**src/design/fetch_consts.svh**
```systemverilog
//////////////////////////////
// prefetch constants
// bus widths and fifo sizing for the fetch path
//////////////////////////////

`ifndef FETCH_CONSTS_SVH
`define FETCH_CONSTS_SVH

// instruction address and word width
`define FETCH_ADDR_W 32
`define FETCH_DATA_W 32
// fetch fifo entries, at least 2 for the early ready rule
`define FETCH_FIFO_DEPTH 3

`endif
```
**src/design/fetch_pkg.sv**
```systemverilog
//////////////////////////////
// prefetch types
// controller state encoding and buffered instruction entry
//////////////////////////////

`include "fetch_consts.svh"

package fetch_pkg;

  // request controller states
  // WAIT_ABORTED drops the stale response of an access cut off by a branch
  typedef enum logic [1:0] {
    IDLE,
    WAIT_GNT,
    WAIT_RVALID,
    WAIT_ABORTED
  } pf_state_e;

  // one buffered instruction with the address it came from
  typedef struct packed {
    logic [`FETCH_ADDR_W-1:0] addr;
    logic [`FETCH_DATA_W-1:0] rdata;
  } fetch_entry_t;

endpackage

```
**src/design/fetch_stream_if.sv**
```systemverilog
//////////////////////////////
// fetch stream interface
// address/data stream with valid/ready handshake
//////////////////////////////

`timescale 1ns/1ns

`include "fetch_consts.svh"

interface fetch_stream_if;

  // handshake
  logic                     valid;
  logic                     ready;
  // payload, stable while valid is high and ready low
  logic [`FETCH_ADDR_W-1:0] addr;
  logic [`FETCH_DATA_W-1:0] rdata;

  // producer side
  modport src (output valid, output addr, output rdata, input ready);

  // consumer side
  modport dst (input valid, input addr, input rdata, output ready);

endinterface

```
**src/design/prefetch_top.sv**
```systemverilog
//////////////////////////////
// prefetch unit top
// controller, fetch fifo and output skid stage
//////////////////////////////

`timescale 1ns/1ns

`include "fetch_consts.svh"

module prefetch_top (
  input  logic                     clk_i,
  input  logic                     rst_ni,
  // core control
  input  logic                     req_i,
  input  logic                     branch_i,
  input  logic [`FETCH_ADDR_W-1:0] addr_i,
  // instructions to the core
  input  logic                     ready_i,
  output logic                     valid_o,
  output logic [`FETCH_DATA_W-1:0] rdata_o,
  output logic [`FETCH_ADDR_W-1:0] addr_o,
  // instruction memory
  output logic                     instr_req_o,
  input  logic                     instr_gnt_i,
  output logic [`FETCH_ADDR_W-1:0] instr_addr_o,
  input  logic [`FETCH_DATA_W-1:0] instr_rdata_i,
  input  logic                     instr_rvalid_i,
  output logic                     busy_o
);

  import fetch_pkg::*;

  pf_state_e ctrl_state;

  fetch_stream_if ctrl_to_fifo ();
  fetch_stream_if fifo_to_out ();

  // busy while an access is open or a request is on the bus
  assign busy_o = (ctrl_state != IDLE) || instr_req_o;

  fetch_request_ctrl request_ctrl_inst (
    .clk_i         (clk_i),
    .rst_ni        (rst_ni),
    .req_i         (req_i),
    .branch_i      (branch_i),
    .addr_i        (addr_i),
    .out_o         (ctrl_to_fifo.src),
    .instr_req_o   (instr_req_o),
    .instr_gnt_i   (instr_gnt_i),
    .instr_addr_o  (instr_addr_o),
    .instr_rdata_i (instr_rdata_i),
    .instr_rvalid_i(instr_rvalid_i),
    .state_o       (ctrl_state)
  );

  // a branch flushes everything buffered downstream of the controller
  fetch_fifo fetch_fifo_inst (
    .clk_i  (clk_i),
    .rst_ni (rst_ni),
    .clear_i(branch_i),
    .in_i   (ctrl_to_fifo.dst),
    .out_o  (fifo_to_out.src)
  );

  fetch_out_skid out_skid_inst (
    .clk_i  (clk_i),
    .rst_ni (rst_ni),
    .clear_i(branch_i),
    .in_i   (fifo_to_out.dst),
    .valid_o(valid_o),
    .ready_i(ready_i),
    .rdata_o(rdata_o),
    .addr_o (addr_o)
  );

endmodule

```
**src/design/fetch_out_skid.sv**
```systemverilog
//////////////////////////////
// output skid stage
// two registered slots driving the core outputs
//////////////////////////////

`timescale 1ns/1ns

`include "fetch_consts.svh"

module fetch_out_skid (
  input  logic                     clk_i,
  input  logic                     rst_ni,
  input  logic                     clear_i,
  fetch_stream_if.dst              in_i,
  // core side
  output logic                     valid_o,
  input  logic                     ready_i,
  output logic [`FETCH_DATA_W-1:0] rdata_o,
  output logic [`FETCH_ADDR_W-1:0] addr_o
);

  import fetch_pkg::*;

  logic         main_valid_q, spare_valid_q;
  fetch_entry_t main_q, spare_q;
  logic         push;
  logic         pop;

  // ready comes from a flop, so no path from ready_i back into the fifo
  assign in_i.ready = !spare_valid_q;
  assign push       = in_i.valid && in_i.ready;
  assign pop        = main_valid_q && ready_i;

  assign valid_o = main_valid_q;
  assign rdata_o = main_q.rdata;
  assign addr_o  = main_q.addr;

  // slot flags
  always_ff @(posedge clk_i or negedge rst_ni) begin
    if (!rst_ni) begin
      main_valid_q  <= 1'b0;
      spare_valid_q <= 1'b0;
    end else if (clear_i) begin
      main_valid_q  <= 1'b0;
      spare_valid_q <= 1'b0;
    end else if (!main_valid_q || pop) begin
      // main slot frees up, refill from spare first
      main_valid_q  <= spare_valid_q || push;
      spare_valid_q <= 1'b0;
    end else if (push) begin
      // core stalled, park the new entry
      spare_valid_q <= 1'b1;
    end
  end

  // payload, held while the core stalls
  always_ff @(posedge clk_i) begin
    if (!main_valid_q || pop) begin
      main_q <= spare_valid_q ? spare_q : '{addr: in_i.addr, rdata: in_i.rdata};
    end else if (push) begin
      spare_q <= '{addr: in_i.addr, rdata: in_i.rdata};
    end
  end

endmodule

```
**src/design/fetch_fifo.sv**
```systemverilog
//////////////////////////////
// fetch fifo
// clearable circular buffer of address/data entries
//////////////////////////////

`timescale 1ns/1ns

`include "fetch_consts.svh"

module fetch_fifo (
  input  logic        clk_i,
  input  logic        rst_ni,
  // flush on branch
  input  logic        clear_i,
  // from the request controller
  fetch_stream_if.dst in_i,
  // toward the skid stage
  fetch_stream_if.src out_o
);

  import fetch_pkg::*;

  localparam int unsigned Depth = `FETCH_FIFO_DEPTH;
  localparam int unsigned PtrW  = $clog2(Depth);
  localparam int unsigned CntW  = $clog2(Depth + 1);

  localparam logic [PtrW-1:0] LastPtr = PtrW'(Depth - 1);
  // room for two entries means the in-flight response plus one more
  localparam logic [CntW-1:0] ReadyMax = CntW'(Depth - 2);

  // storage has no reset, only the pointers and count matter
  fetch_entry_t    mem_q [Depth];
  logic [PtrW-1:0] wptr_q, rptr_q;
  logic [CntW-1:0] count_q;
  logic            wr_en;
  logic            rd_en;

  //////////////////////////////
  // handshake
  //////////////////////////////

  // ready grants permission to issue a request, not to write
  // a response always lands, space was reserved when it was requested
  assign in_i.ready = (count_q <= ReadyMax);
  assign wr_en      = in_i.valid;

  assign out_o.valid = (count_q != '0);
  assign out_o.addr  = mem_q[rptr_q].addr;
  assign out_o.rdata = mem_q[rptr_q].rdata;
  assign rd_en       = out_o.valid && out_o.ready;

  //////////////////////////////
  // storage
  //////////////////////////////

  always_ff @(posedge clk_i) begin
    if (wr_en) begin
      mem_q[wptr_q] <= '{addr: in_i.addr, rdata: in_i.rdata};
    end
  end

  // pointers wrap at Depth, which need not be a power of two
  always_ff @(posedge clk_i or negedge rst_ni) begin
    if (!rst_ni) begin
      wptr_q  <= '0;
      rptr_q  <= '0;
      count_q <= '0;
    end else if (clear_i) begin
      // clear wins over a write in the same cycle
      wptr_q  <= '0;
      rptr_q  <= '0;
      count_q <= '0;
    end else begin
      if (wr_en) begin
        wptr_q <= (wptr_q == LastPtr) ? '0 : wptr_q + PtrW'(1);
      end
      if (rd_en) begin
        rptr_q <= (rptr_q == LastPtr) ? '0 : rptr_q + PtrW'(1);
      end
      case ({wr_en, rd_en})
        2'b10: count_q <= count_q + CntW'(1);
        2'b01: count_q <= count_q - CntW'(1);
        default: count_q <= count_q;
      endcase
    end
  end

endmodule

```
**src/design/fetch_request_ctrl.sv**
```systemverilog
//////////////////////////////
// fetch request controller
// req/gnt/rvalid fetch FSM with one access in flight
//////////////////////////////

`timescale 1ns/1ns

`include "fetch_consts.svh"

module fetch_request_ctrl (
  input  logic                     clk_i,
  input  logic                     rst_ni,
  // core side control
  input  logic                     req_i,
  input  logic                     branch_i,
  input  logic [`FETCH_ADDR_W-1:0] addr_i,
  // fetched words toward the fifo
  fetch_stream_if.src              out_o,
  // instruction memory
  output logic                     instr_req_o,
  input  logic                     instr_gnt_i,
  output logic [`FETCH_ADDR_W-1:0] instr_addr_o,
  input  logic [`FETCH_DATA_W-1:0] instr_rdata_i,
  input  logic                     instr_rvalid_i,
  // state for the busy flag
  output fetch_pkg::pf_state_e     state_o
);

  import fetch_pkg::*;

  pf_state_e                state_q, state_d;
  // address of the access in flight, or of the last one
  logic [`FETCH_ADDR_W-1:0] addr_q;
  logic [`FETCH_ADDR_W-1:0] next_addr;
  logic                     addr_we;
  logic                     push;

  //////////////////////////////
  // sequential address
  //////////////////////////////

  // word aligned successor, low bits of a branch target are dropped here
  assign next_addr = {addr_q[`FETCH_ADDR_W-1:2], 2'b00} + `FETCH_ADDR_W'(4);

  // response goes to the fifo tagged with its own address
  assign out_o.valid = push;
  assign out_o.addr  = addr_q;
  assign out_o.rdata = instr_rdata_i;

  assign state_o = state_q;

  //////////////////////////////
  // fetch FSM
  //////////////////////////////

  always_comb begin
    state_d      = state_q;
    instr_req_o  = 1'b0;
    instr_addr_o = next_addr;
    push         = 1'b0;
    addr_we      = 1'b0;

    case (state_q)
      // nothing in flight
      IDLE: begin
        if (branch_i) begin
          instr_addr_o = addr_i;
        end
        // fifo ready means room for this response, a branch empties it anyway
        if (req_i && (out_o.ready || branch_i)) begin
          instr_req_o = 1'b1;
          addr_we     = 1'b1;
          state_d     = instr_gnt_i ? WAIT_RVALID : WAIT_GNT;
        end
      end

      // request out, grant pending
      WAIT_GNT: begin
        instr_req_o  = 1'b1;
        instr_addr_o = addr_q;
        // not granted yet, so the pending request is simply retargeted
        if (branch_i) begin
          instr_addr_o = addr_i;
          addr_we      = 1'b1;
        end
        state_d = instr_gnt_i ? WAIT_RVALID : WAIT_GNT;
      end

      // granted, response pending
      WAIT_RVALID: begin
        if (branch_i) begin
          instr_addr_o = addr_i;
        end
        if (req_i && (out_o.ready || branch_i)) begin
          if (instr_rvalid_i) begin
            // store the word and chain the next request in the same cycle
            // on a branch the fifo clear drops the stored word
            instr_req_o = 1'b1;
            push        = 1'b1;
            addr_we     = 1'b1;
            state_d     = instr_gnt_i ? WAIT_RVALID : WAIT_GNT;
          end else if (branch_i) begin
            // old access still open, remember the target and wait it out
            addr_we = 1'b1;
            state_d = WAIT_ABORTED;
          end
        end else if (instr_rvalid_i) begin
          // last word, no follow-up request
          push    = 1'b1;
          state_d = IDLE;
        end
      end

      // stale response pending, addr_q already holds the branch target
      WAIT_ABORTED: begin
        instr_addr_o = addr_q;
        if (branch_i) begin
          instr_addr_o = addr_i;
          addr_we      = 1'b1;
        end
        // stale word is never pushed
        if (instr_rvalid_i) begin
          instr_req_o = 1'b1;
          state_d     = instr_gnt_i ? WAIT_RVALID : WAIT_GNT;
        end
      end

      default: begin
        state_d = IDLE;
      end
    endcase
  end

  //////////////////////////////
  // registers
  //////////////////////////////

  always_ff @(posedge clk_i or negedge rst_ni) begin
    if (!rst_ni) begin
      state_q <= IDLE;
      addr_q  <= '0;
    end else begin
      state_q <= state_d;
      if (addr_we) begin
        addr_q <= instr_addr_o;
      end
    end
  end

endmodule

```
**config.mk**
```make
export PLATFORM = sky130hd
export DESIGN_NAME = prefetch_top
export DESIGN_NICKNAME = d
export VERILOG_FILES = /design/src/design/fetch_pkg.sv /design/src/design/fetch_stream_if.sv /design/src/design/prefetch_top.sv /design/src/design/fetch_out_skid.sv /design/src/design/fetch_fifo.sv /design/src/design/fetch_request_ctrl.sv
export VERILOG_INCLUDE_DIRS = /design/src /design/src/design
export SDC_FILE = /design/constraint.sdc
export NUM_CORES = 1
export LEC_CHECK = 0
export ABC_AREA = 1
export BUFFER_PORTS_ARGS = -buffer_cell sky130_fd_sc_hd__buf_2
export CAP_MARGIN = 20
export CORE_UTILIZATION = 60
export CTS_CLUSTER_SIZE = 25
export DETAILED_ROUTE_END_ITERATION = 16
export PLACE_DENSITY = 0.78
export SETUP_SLACK_MARGIN = 0.2
export SYNTH_ARGS = -nofsm -noshare
export SYNTH_HDL_FRONTEND = slang
export SYNTH_SLANG_ARGS = --single-unit
```
**constraint.sdc**
```tcl
create_clock -name clk_i -period 10.3 [get_ports clk_i]
set_clock_uncertainty 0.05 [all_clocks]
set_input_delay 1.545 -clock clk_i [delete_from_list [all_inputs] [get_ports clk_i]]
set_output_delay 1.545 -clock clk_i [all_outputs]
set_load 0.02 [all_outputs]
```
==> results of run 1 <==
[cell usage after synthesis (4+ instances only)]
library cell	instances
a21oi_1	13
buf_1	5
buf_2	8
buf_4	5
clkbuf_1	29
dfrtp_1	42
edfxtp_1	320
inv_1	57
inv_2	4
nand2_1	567
nand2_2	8
nand2_4	4
nand3_1	91
nand4_1	7
nor2_1	51
nor2_4	7
o211ai_1	4
o21ai_0	31
o21ai_1	9
o21ai_2	5
[cell type report]
class,instances,share of cell area (%)
antenna,1,0.0146
timing repair buffer,184,5.68
sequential,362,62.4
multi-input combinational,824,21.3
clock inverter,15,0.769
clock buffer,53,6.13
inverter,63,1.43
tap,319,2.34
[how the worst max path moves through the flow]
stage / start / cells past startpoint / end
after global placement: branch_i / 9 / instr_addr_o[26]
after detailed placement: branch_i / 9 / instr_addr_o[26]
after floorplan: instr_rvalid_i / 2 / fetch_fifo_inst.mem_q[0][0]
final: branch_i / 9 / instr_addr_o[26]
after global routing: branch_i / 10 / instr_addr_o[11]
after CTS: branch_i / 9 / instr_addr_o[26]
[metrics by stage]
stage	hold WS (ns)	cells	power, uW
after floorplan	0.409	1299	3270
after global placement	0.418	1751	3700
after detailed placement	0.433	1751	3750
after CTS	0.447	1819	5050
after global routing	0.480	1821	5300
final	0.447	1821	5040
[registers in the layout, indices dropped and copies added (netlist names)]
signal	flops
fetch_fifo_inst.count_q	2
fetch_fifo_inst.mem_q	192
fetch_fifo_inst.rptr_q	2
fetch_fifo_inst.wptr_q	2
out_skid_inst.addr_o	32
out_skid_inst.rdata_o	32
out_skid_inst.spare_q	64
out_skid_inst.spare_valid_q	1
out_skid_inst.valid_o	1
request_ctrl_inst.out_o.addr	32
request_ctrl_inst.state_o	2
[power by group]
| part | internal (uW) | switching, uW | leakage (uW) |
|---|---|---|---|
| sequential | 2080 | 210 | 0.00353 |
| clock | 761 | 532 | 0.000561 |
| combinational | 400 | 1050 | 0.00299 |
[cells by family (layout without fill, tap and decap cells)]
| group | count (synthesis) | count (layout) | synth area share (%) |
|---|---|---|---|
| compound gates | 68 | 68 | 2.59 |
| xor+xnor | 2 | 2 | 0.119 |
| fa+ha+maj | 3 | 3 | 0.255 |
| buf+inv | 113 | 315 | 3.28 |
| flops | 362 | 362 | 72.3 |
| mux | 2 | 2 | 0.136 |
| other cells | 0 | 1 | 0 |
| simple gates | 749 | 749 | 21.3 |
[per-layer routing]
metal	track usage, %	vias to the layer above
met5	0	-
met4	8.21	0
met3	4.47	54
met2	44.3	471
met1	35.5	4723
li1	-	4719
==> impl_metrics.ini, run 1 <==
[global_route]
overflow = 0
grt_usage_pct = 26.4
grt_pass1_wl_um = 51200
first_global_vias = 9635
grt_max_degree = 67
antenna_found_initial = 1

[die]
die_h_um = 159
core-area_um2 = 23800
io_pins = 170
die_area_um2 = 25200
rows = 56
die_x_um = 159
initial_utilization_pct = 62.0

[clocking]
clock-sinks = 362
cts_root_buffer = clkbuf_16
cts_buffers = 37
ctsHoldBuffers = 0
cts_tree = yes
clockBufferDepth = 3
post_cts_buffers = 0
htree_levels = 2
clk_pin_slew_ns = 0.06
cts_repair_resize_count = 0
clock_latency_ns = 0.52

[placed_design]
dp_hpwl_um = 19400
dpl_cell_area_um2 = 15900
gp_congestion = 0.878
dp_slack_ns = 5.22
port_buffers = 169

[pwr]
power_leakage_uw = 0.00708
peakVddDrop_mv = 0.146
p_per_area_nw_per_um2 = 295

[critical_path]
crit_chain = buf_2 -> inv_4 -> nand2_4 -> nor3_4 -> nand3_2 -> nor2_1 -> nand2_1 -> and2_1 -> buf_2
path_delay_family = buffers and inverters
reg2reg_slack_ns = 7.46
cp_slowest_cell = inv_4
endpoint_kind = output pin
arrival_ns = 3.52
r2r-start = fetch_fifo_inst.count_q[0]
cp_common_cell = buf_2
rr_endpoint = out_skid_inst.spare_q[44]
critical_path.startpoint_type = input pin
cp_max_fo = 45
worst-path-buf-inv = 3
cpPeakStageDelay_ns = 0.45
reg2reg_depth = 6
path_class = in -> out
crit_required_ns = 8.71

[synthesis]
syn_nets = 1373
synth-edff-count = 320
syn_area_um2 = 14700
synth_top_area_share_pct = 65.2
yosysWarnings = 0
synth_area_per_cell_um2 = 11.3
yosys_most_used_dff = edfxtp_1
synth-seq-cells = 362
seq_area_frac_synth_pct = 72.3
yosys.area.top_type = edfxtp_1
synth_area_leaders = edfxtp_1 65%, nand2_1 14%, dfrtp_1 7.1%
syn_inst = 1299
yosys.cell_types.count = 39
async_flop_share_pct = 11.6

[routing]
vias_per_cell = 5.47
routed.top_layer = met4
drc = 0
wl_met3_um = 2720
first_iter_violations = 767
dr_wl_met2_um = 16000
vias = 9967
firstDrtPassIters = 5
wl_per_cell_um = 17.9
antenna_left = 0
wl_met1_um = 13300
routed_wl_um = 32700

[outcome]
status = completed

[cells_and_area]
final_core_utilization_pct = 72.0
drive_gt1_share_pct = 18.8
final_nets = 1546
multi_input_area_um2 = 3630
seqCellArea_um2 = 10700
area_growth_pct = 16.0
fillers = 1636
final_cell_mix = 566 x nand2_1, 320 x edfxtp_1, 169 x buf_2
final_common_cell = nand2_1
final_area_um2 = 17100

[sta]
slew_viol_final = 0
rsz0062_at_grt = false
fmax_ghz = 0.196
setup_tns_ns = 0
hold_violations = 0
slew-limit-headroom_pct = 34.9
finalWorstSetupSlack_ns = 5.19
min_period_ns = 5.11
tightest_slew_ns = 0.975
setup_viol = 0
period_share_pct = 49.6

[hold_path]
worstHoldStart = request_ctrl_inst.out_o.addr[0]
worstHoldPathType = reg -> reg
holdPathEnd = fetch_fifo_inst.mem_q[0][32]
min_path_cells = 0

[job]
maxCapViolCount = 0
No activity file was read; power rests on OpenSTA's default activity.
==> inputs of run 2 (changes only) <==
--- a/config.mk
+++ b/config.mk
@@ -6,13 +6,13 @@
 export SDC_FILE = /design/constraint.sdc
 export NUM_CORES = 1
 export LEC_CHECK = 0
-export ABC_AREA = 1
+export ABC_AREA = 0
 export BUFFER_PORTS_ARGS = -buffer_cell sky130_fd_sc_hd__buf_2
 export CAP_MARGIN = 20
-export CORE_UTILIZATION = 60
+export CORE_UTILIZATION = 53
 export CTS_CLUSTER_SIZE = 25
 export DETAILED_ROUTE_END_ITERATION = 16
-export PLACE_DENSITY = 0.78
+export PLACE_DENSITY = 0.72
 export SETUP_SLACK_MARGIN = 0.2
 export SYNTH_ARGS = -nofsm -noshare
 export SYNTH_HDL_FRONTEND = slang
==> constraint.sdc (replaced) <==
create_clock -name clk_i -period 4.2 [get_ports clk_i]
set_clock_uncertainty 0.05 [all_clocks]
set_input_delay 0.63 -clock clk_i [delete_from_list [all_inputs] [get_ports clk_i]]
set_output_delay 0.63 -clock clk_i [all_outputs]
set_load 0.02 [all_outputs]
==> impl_metrics.ini, run 2 <==
[outcome]
status = completed

[cells_and_area]
drive_gt1_share_pct = 27.3
final_nets = 1247
final_core_utilization_pct = 64.1
final_common_cell = edfxtp_1
antenna_cells = 0
area_growth_pct = 17.4
largest_register_ffs = 192
largestRegisters = fetch_fifo_inst.mem_q (192), out_skid_inst.spare_q (64)
largest_register = fetch_fifo_inst.mem_q
fillers = 1989
final_cell_mix = 320 x edfxtp_1, 169 x buf_2, 114 x nand2_1
final_area_um2 = 17500

[placed_design]
dp_hpwl_um = 18300
dpl_cell_area_um2 = 16200
gp_congestion = 0.878
port_buffers = 169

[sta]
rsz0062_at_grt = false
setup_viol = 0
whs_ns = 0.106
slew_viol_final = 0
min_period_ns = 3.65
setup_tns_ns = 0
fmax_ghz = 0.274
slew-limit-headroom_pct = 33.4
period_share_pct = 86.9
hold_violations = 0
tightest_slew_ns = 0.999

[clocking]
clk_pin_slew_ns = 0.07
clock-sinks = 362
htree_levels = 2
ctsHoldBuffers = 0
cts_repair_resize_count = 0
clockBufferDepth = 3
post_cts_buffers = 0
cts_buffers = 37
cts_tree = yes
cts_root_buffer = clkbuf_16
clock_latency_ns = 0.51

[die]
die_x_um = 169
core-area_um2 = 27300
io_pins = 170
die_area_um2 = 28700
rows = 60
die_h_um = 169
initial_utilization_pct = 54.6

[critical_path]
crit_chain = nand4b_1 -> or3_4 -> or3_4 -> nor2_1 -> mux2i_1 -> buf_2
arrival_ns = 2.97
cpPeakStageDelay_ns = 0.55
reg2reg_depth = 3
r2r-start = request_ctrl_inst.state_o[0]
endpoint_kind = output pin
critPathLaunch = request_ctrl_inst.state_o[0]
path_class = reg -> out
cp_slowest_cell = dfrtp_1
crit_required_ns = 3.52
cp_max_fo = 13
rr_endpoint = fetch_fifo_inst.mem_q[1][30]
cp_common_cell = or3_4
reg2reg_slack_ns = 1.45
path_delay_family = simple AND/OR/NAND/NOR gates
worst-path-buf-inv = 1
critical_path.startpoint_type = register

[synthesis]
synth_compound_gate_area_share_pct = 6.35
synth_top_area_share_pct = 64.6
synth-simple-area-share_pct = 8.18
synth-edff-count = 320
synth.most_common_cell = edfxtp_1
synth_area_per_cell_um2 = 14.8
synth_area_leaders = edfxtp_1 65%, dfrtp_1 7.1%, mux2i_1 5.5%
yosys.area.top_type = edfxtp_1
seq_area_frac_synth_pct = 71.7
synth_common_cells = 320 x edfxtp_1, 114 x nand2_1, 96 x o21ai_0
synthMuxAreaShare_pct = 10.8
synthXorXnorAreaFrac_pct = 0.825
synth_top_family_by_area = multiplexers
synth-seq-cells = 362
yosys_most_used_dff = edfxtp_1
syn_area_um2 = 14900
syn_inst = 1003
yosys.cell_types.count = 59
async_flop_share_pct = 11.6
synth_fa_ha_area_share_pct = 0.252
syn_nets = 1077
yosysWarnings = 0

[routing]
drc = 0
wl_met3_um = 1850
routed.top_layer = met4
vias_per_cell = 5.64
first_iter_violations = 683
routed_wl_um = 29600
dr_wl_met2_um = 13900
firstDrtPassIters = 5
antenna_left = 0
wl_met1_um = 13200
vias = 8871
wl_per_cell_um = 18.8

[pwr]
peakVddDrop_mv = 0.331
power_leakage_uw = 0.00617
p_per_area_nw_per_um2 = 661

[global_route]
overflow = 0
grt_pass1_wl_um = 47100
antenna_found_initial = 0
grt_max_degree = 103
grt_usage_pct = 21.3
first_global_vias = 8537

[hold_path]
worstHoldPathType = in -> async

[job]
maxCapViolCount = 0
[run 2: cell count changes in the layout (fill, tap and decap cells not counted), moves of 9 or more]
cell,before,now
o21ai_0,31,96
nor3_1,0,16
nand3_1,91,20
nand2_1,566,114
nor2_4,10,1
xnor2_1,0,9
inv_1,56,14
nor2_1,48,21
mux2_2,0,70
o21ai_1,9,0
mux2i_1,2,82
[run 2: power by group]
group          total, uW  switching (uW)  internal, uW
Combinational       2730            1620          1110
Clock               3270            1280          1990
Sequential          5530             641          4890
[run 2: final cells by class]
type	count	area, um^2	area share (%)
well taps	372	465	2.67
multi-input cells	571	3980	22.8
inverters	14	52.6	0.301
repair buffers	187	1060	6.09
clock inverters	15	179	1.02
clock buffers	52	1040	5.98
flip-flops and latches	362	10700	61.1
[run 2: kinds of logic (layout without fill, tap and decap cells)]
family | count (synthesis) | count (layout)
fa+ha+maj | 3 | 3
buf+inv | 70 | 268
mux | 152 | 152
flops | 362 | 362
simple gates | 241 | 241
xor+xnor | 14 | 14
compound gates | 161 | 161
[run 2: routing by layer]
metal / GRT usage (%) / up-vias
met3: 3.19 / 56
met1: 30.9 / 4330
met5: 0 / -
met2: 33.5 / 316
li1: - / 4169
met4: 6.19 / 0
[run 2: how the worst max path moves through the flow]
stage / endpoint / slack, ns / cells after the start
global route: instr_addr_o[20] / 0.45 / 7
detailed placement: instr_addr_o[22] / 0.96 / 6
finish: instr_addr_o[31] / 0.55 / 6
global placement: instr_addr_o[20] / 0.95 / 7
floorplan: fetch_fifo_inst.mem_q[1][0] / 0.11 / 2
CTS: instr_addr_o[31] / 0.57 / 6
[run 2: stage by stage]
stage                     worst slack (ns)  total power [uW]  std cells
after CTS                            0.571             11600       1572
after global placement               0.953              8270       1505
after floorplan                      0.114              7340       1003
after detailed placement             0.960              8320       1505
after global routing                 0.449             12100       1573
final                                0.552             11500       1573
==> inputs of run 3 (changes only) <==
--- a/config.mk
+++ b/config.mk
@@ -12,7 +12,7 @@
 export CORE_UTILIZATION = 53
 export CTS_CLUSTER_SIZE = 25
 export DETAILED_ROUTE_END_ITERATION = 16
-export PLACE_DENSITY = 0.72
+export PLACE_DENSITY = 0.78
 export SETUP_SLACK_MARGIN = 0.2
 export SYNTH_ARGS = -nofsm -noshare
 export SYNTH_HDL_FRONTEND = slang
==> impl_metrics.ini, run 3 (synthesis results as in run 2) <==
[clocking]
cts_repair_resize_count = 0
clockBufferDepth = 3
clock_latency_ns = 0.51
post_cts_buffers = 0
ctsHoldBuffers = 0
clock-sinks = 362
cts_buffers = 38
cts_tree = yes
clk_pin_slew_ns = 0.06
cts_root_buffer = clkbuf_16
htree_levels = 2

[die]
die_x_um = 169
die_area_um2 = 28700
core-area_um2 = 27300
initial_utilization_pct = 54.6
die_h_um = 169
io_pins = 170
rows = 60

[sta]
fmax_ghz = 0.272
min_period_ns = 3.67
finalWorstSetupSlack_ns = 0.530
slew_viol_final = 0
setup_tns_ns = 0
setup_viol = 0
tightest_slew_ns = 1.06
hold_violations = 0
slew-limit-headroom_pct = 29.3
period_share_pct = 87.4
rsz0062_at_grt = false

[cells_and_area]
largest_register_ffs = 192
antenna_cells = 0
drive_gt1_share_pct = 27.4
final_common_cell = edfxtp_1
final_nets = 1245
largestRegisters = fetch_fifo_inst.mem_q (192), out_skid_inst.spare_q (64)
final_cell_mix = 320 x edfxtp_1, 169 x buf_2, 114 x nand2_1
largest_register = fetch_fifo_inst.mem_q
area_growth_pct = 17.1
fillers = 1973

[critical_path]
cpPeakStageDelay_ns = 0.55
arrival_ns = 2.99
path_class = reg -> out
cp_common_cell = or3_4
crit_chain = nand4b_1 -> or3_4 -> or3_4 -> nor2_1 -> mux2i_1 -> buf_2
reg2reg_slack_ns = 1.62
crit_required_ns = 3.52
critical_path.startpoint_type = register
cp_max_fo = 13
reg2reg_depth = 3
endpoint_kind = output pin
cp_slowest_cell = dfrtp_1

[global_route]
grt_usage_pct = 20.4
grt_max_degree = 79
overflow = 0
grt_pass1_wl_um = 45300
antenna_found_initial = 0
first_global_vias = 8471

[job]
maxCapViolCount = 0

[pwr]
power_leakage_uw = 0.00616
combPwrFrac_pct = 22.9
peakVddDrop_mv = 0.306
p_switching_uw = 3520
seqPwrFrac_pct = 49.0
switching_share_pct = 30.7
internal-power_uw = 7940
p_per_area_nw_per_um2 = 658
clkPwrFrac_pct = 28.1

[routing]
drc = 0
routed_wl_um = 28900
first_iter_violations = 612
vias = 8775
wl_per_cell_um = 18.4
antenna_left = 0
vias_per_cell = 5.59
firstDrtPassIters = 5

[placed_design]
gp_congestion = 0.910
dp_slack_ns = 1.12
dp_hpwl_um = 17600
port_buffers = 169

[outcome]
status = completed

[hold_path]
worstHoldPathType = in -> async
==> run 3: changes by cell type in the layout (fill, tap and decap cells not counted), sizes merged <==
cell and delta:
buf -3, clkbuf +3, bufinv -2, inv -1
==> run 3: per-layer routing <==
layer	GRT usage [%]	share of wire, %	vias up
met4	6.62	2.4	0
li1	-	-	4148
met1	28.4	45	4267
met3	3.52	5.7	51
met5	0	0	-
met2	32.9	47	309
==> run 3: through the flow <==
step | total power, uW | hold slack [ns] | instances | utilization, % | area [um^2]
2_1_floorplan | 7340 | 0.284 | 1003 | - | 14900
3_3_place_gp | 8230 | 0.476 | 1502 | 59.3 | 16200
3_5_place_dp | 8310 | 0.483 | 1502 | 59.3 | 16200
4_1_cts | 11600 | 0.248 | 1569 | 63.8 | 17400
5_1_grt | 12000 | 0.0839 | 1570 | 63.9 | 17400
6_report | 11500 | 0.0575 | 1570 | 63.9 | 17400
==> run 3: area by class of cell <==
cell class                 count  area, um^2  share of cell area, %
inverter                      14        52.6                  0.302
timing repair buffer         184        1020                   5.84
clock inverter                12         114                  0.654
tap                          372         465                   2.67
clock buffer                  55        1110                   6.37
multi-input combinational    571        3980                   22.9
sequential                   362       10700                   61.3
==> run 3: final timing paths <==
check / endpoint / start
worst max-delay path: instr_addr_o[31] / request_ctrl_inst.state_o[0]
worst min-delay path: request_ctrl_inst.out_o.addr[13] / rst_ni
worst max register to register: out_skid_inst.spare_q[25] / out_skid_inst.spare_valid_q
worst min register to register: out_skid_inst.addr_o[7] / out_skid_inst.spare_q[39]
max in group asynchronous: fetch_fifo_inst.count_q[0] / rst_ni
min in group clk_i: fetch_fifo_inst.mem_q[0][3] / instr_rdata_i[3]
==> run 3: worst max-delay path: cells and delay by family, from the launching register on <==
kind,cells,cell delay (ns)
multiplexers,1,0.30
flip-flops,1,0.55
buffers and inverters,1,0.22
AND/OR/NAND/NOR,4,1.42
==> run 3: power groups by stage <==
stage	clock, uW	combinational (uW)	sequential, uW
5_1_grt	3450	2860	5710
3_3_place_gp	0	2570	5660
6_report	3220	2620	5610
3_5_place_dp	0	2620	5690
4_1_cts	3300	2640	5620
2_1_floorplan	0	1630	5710
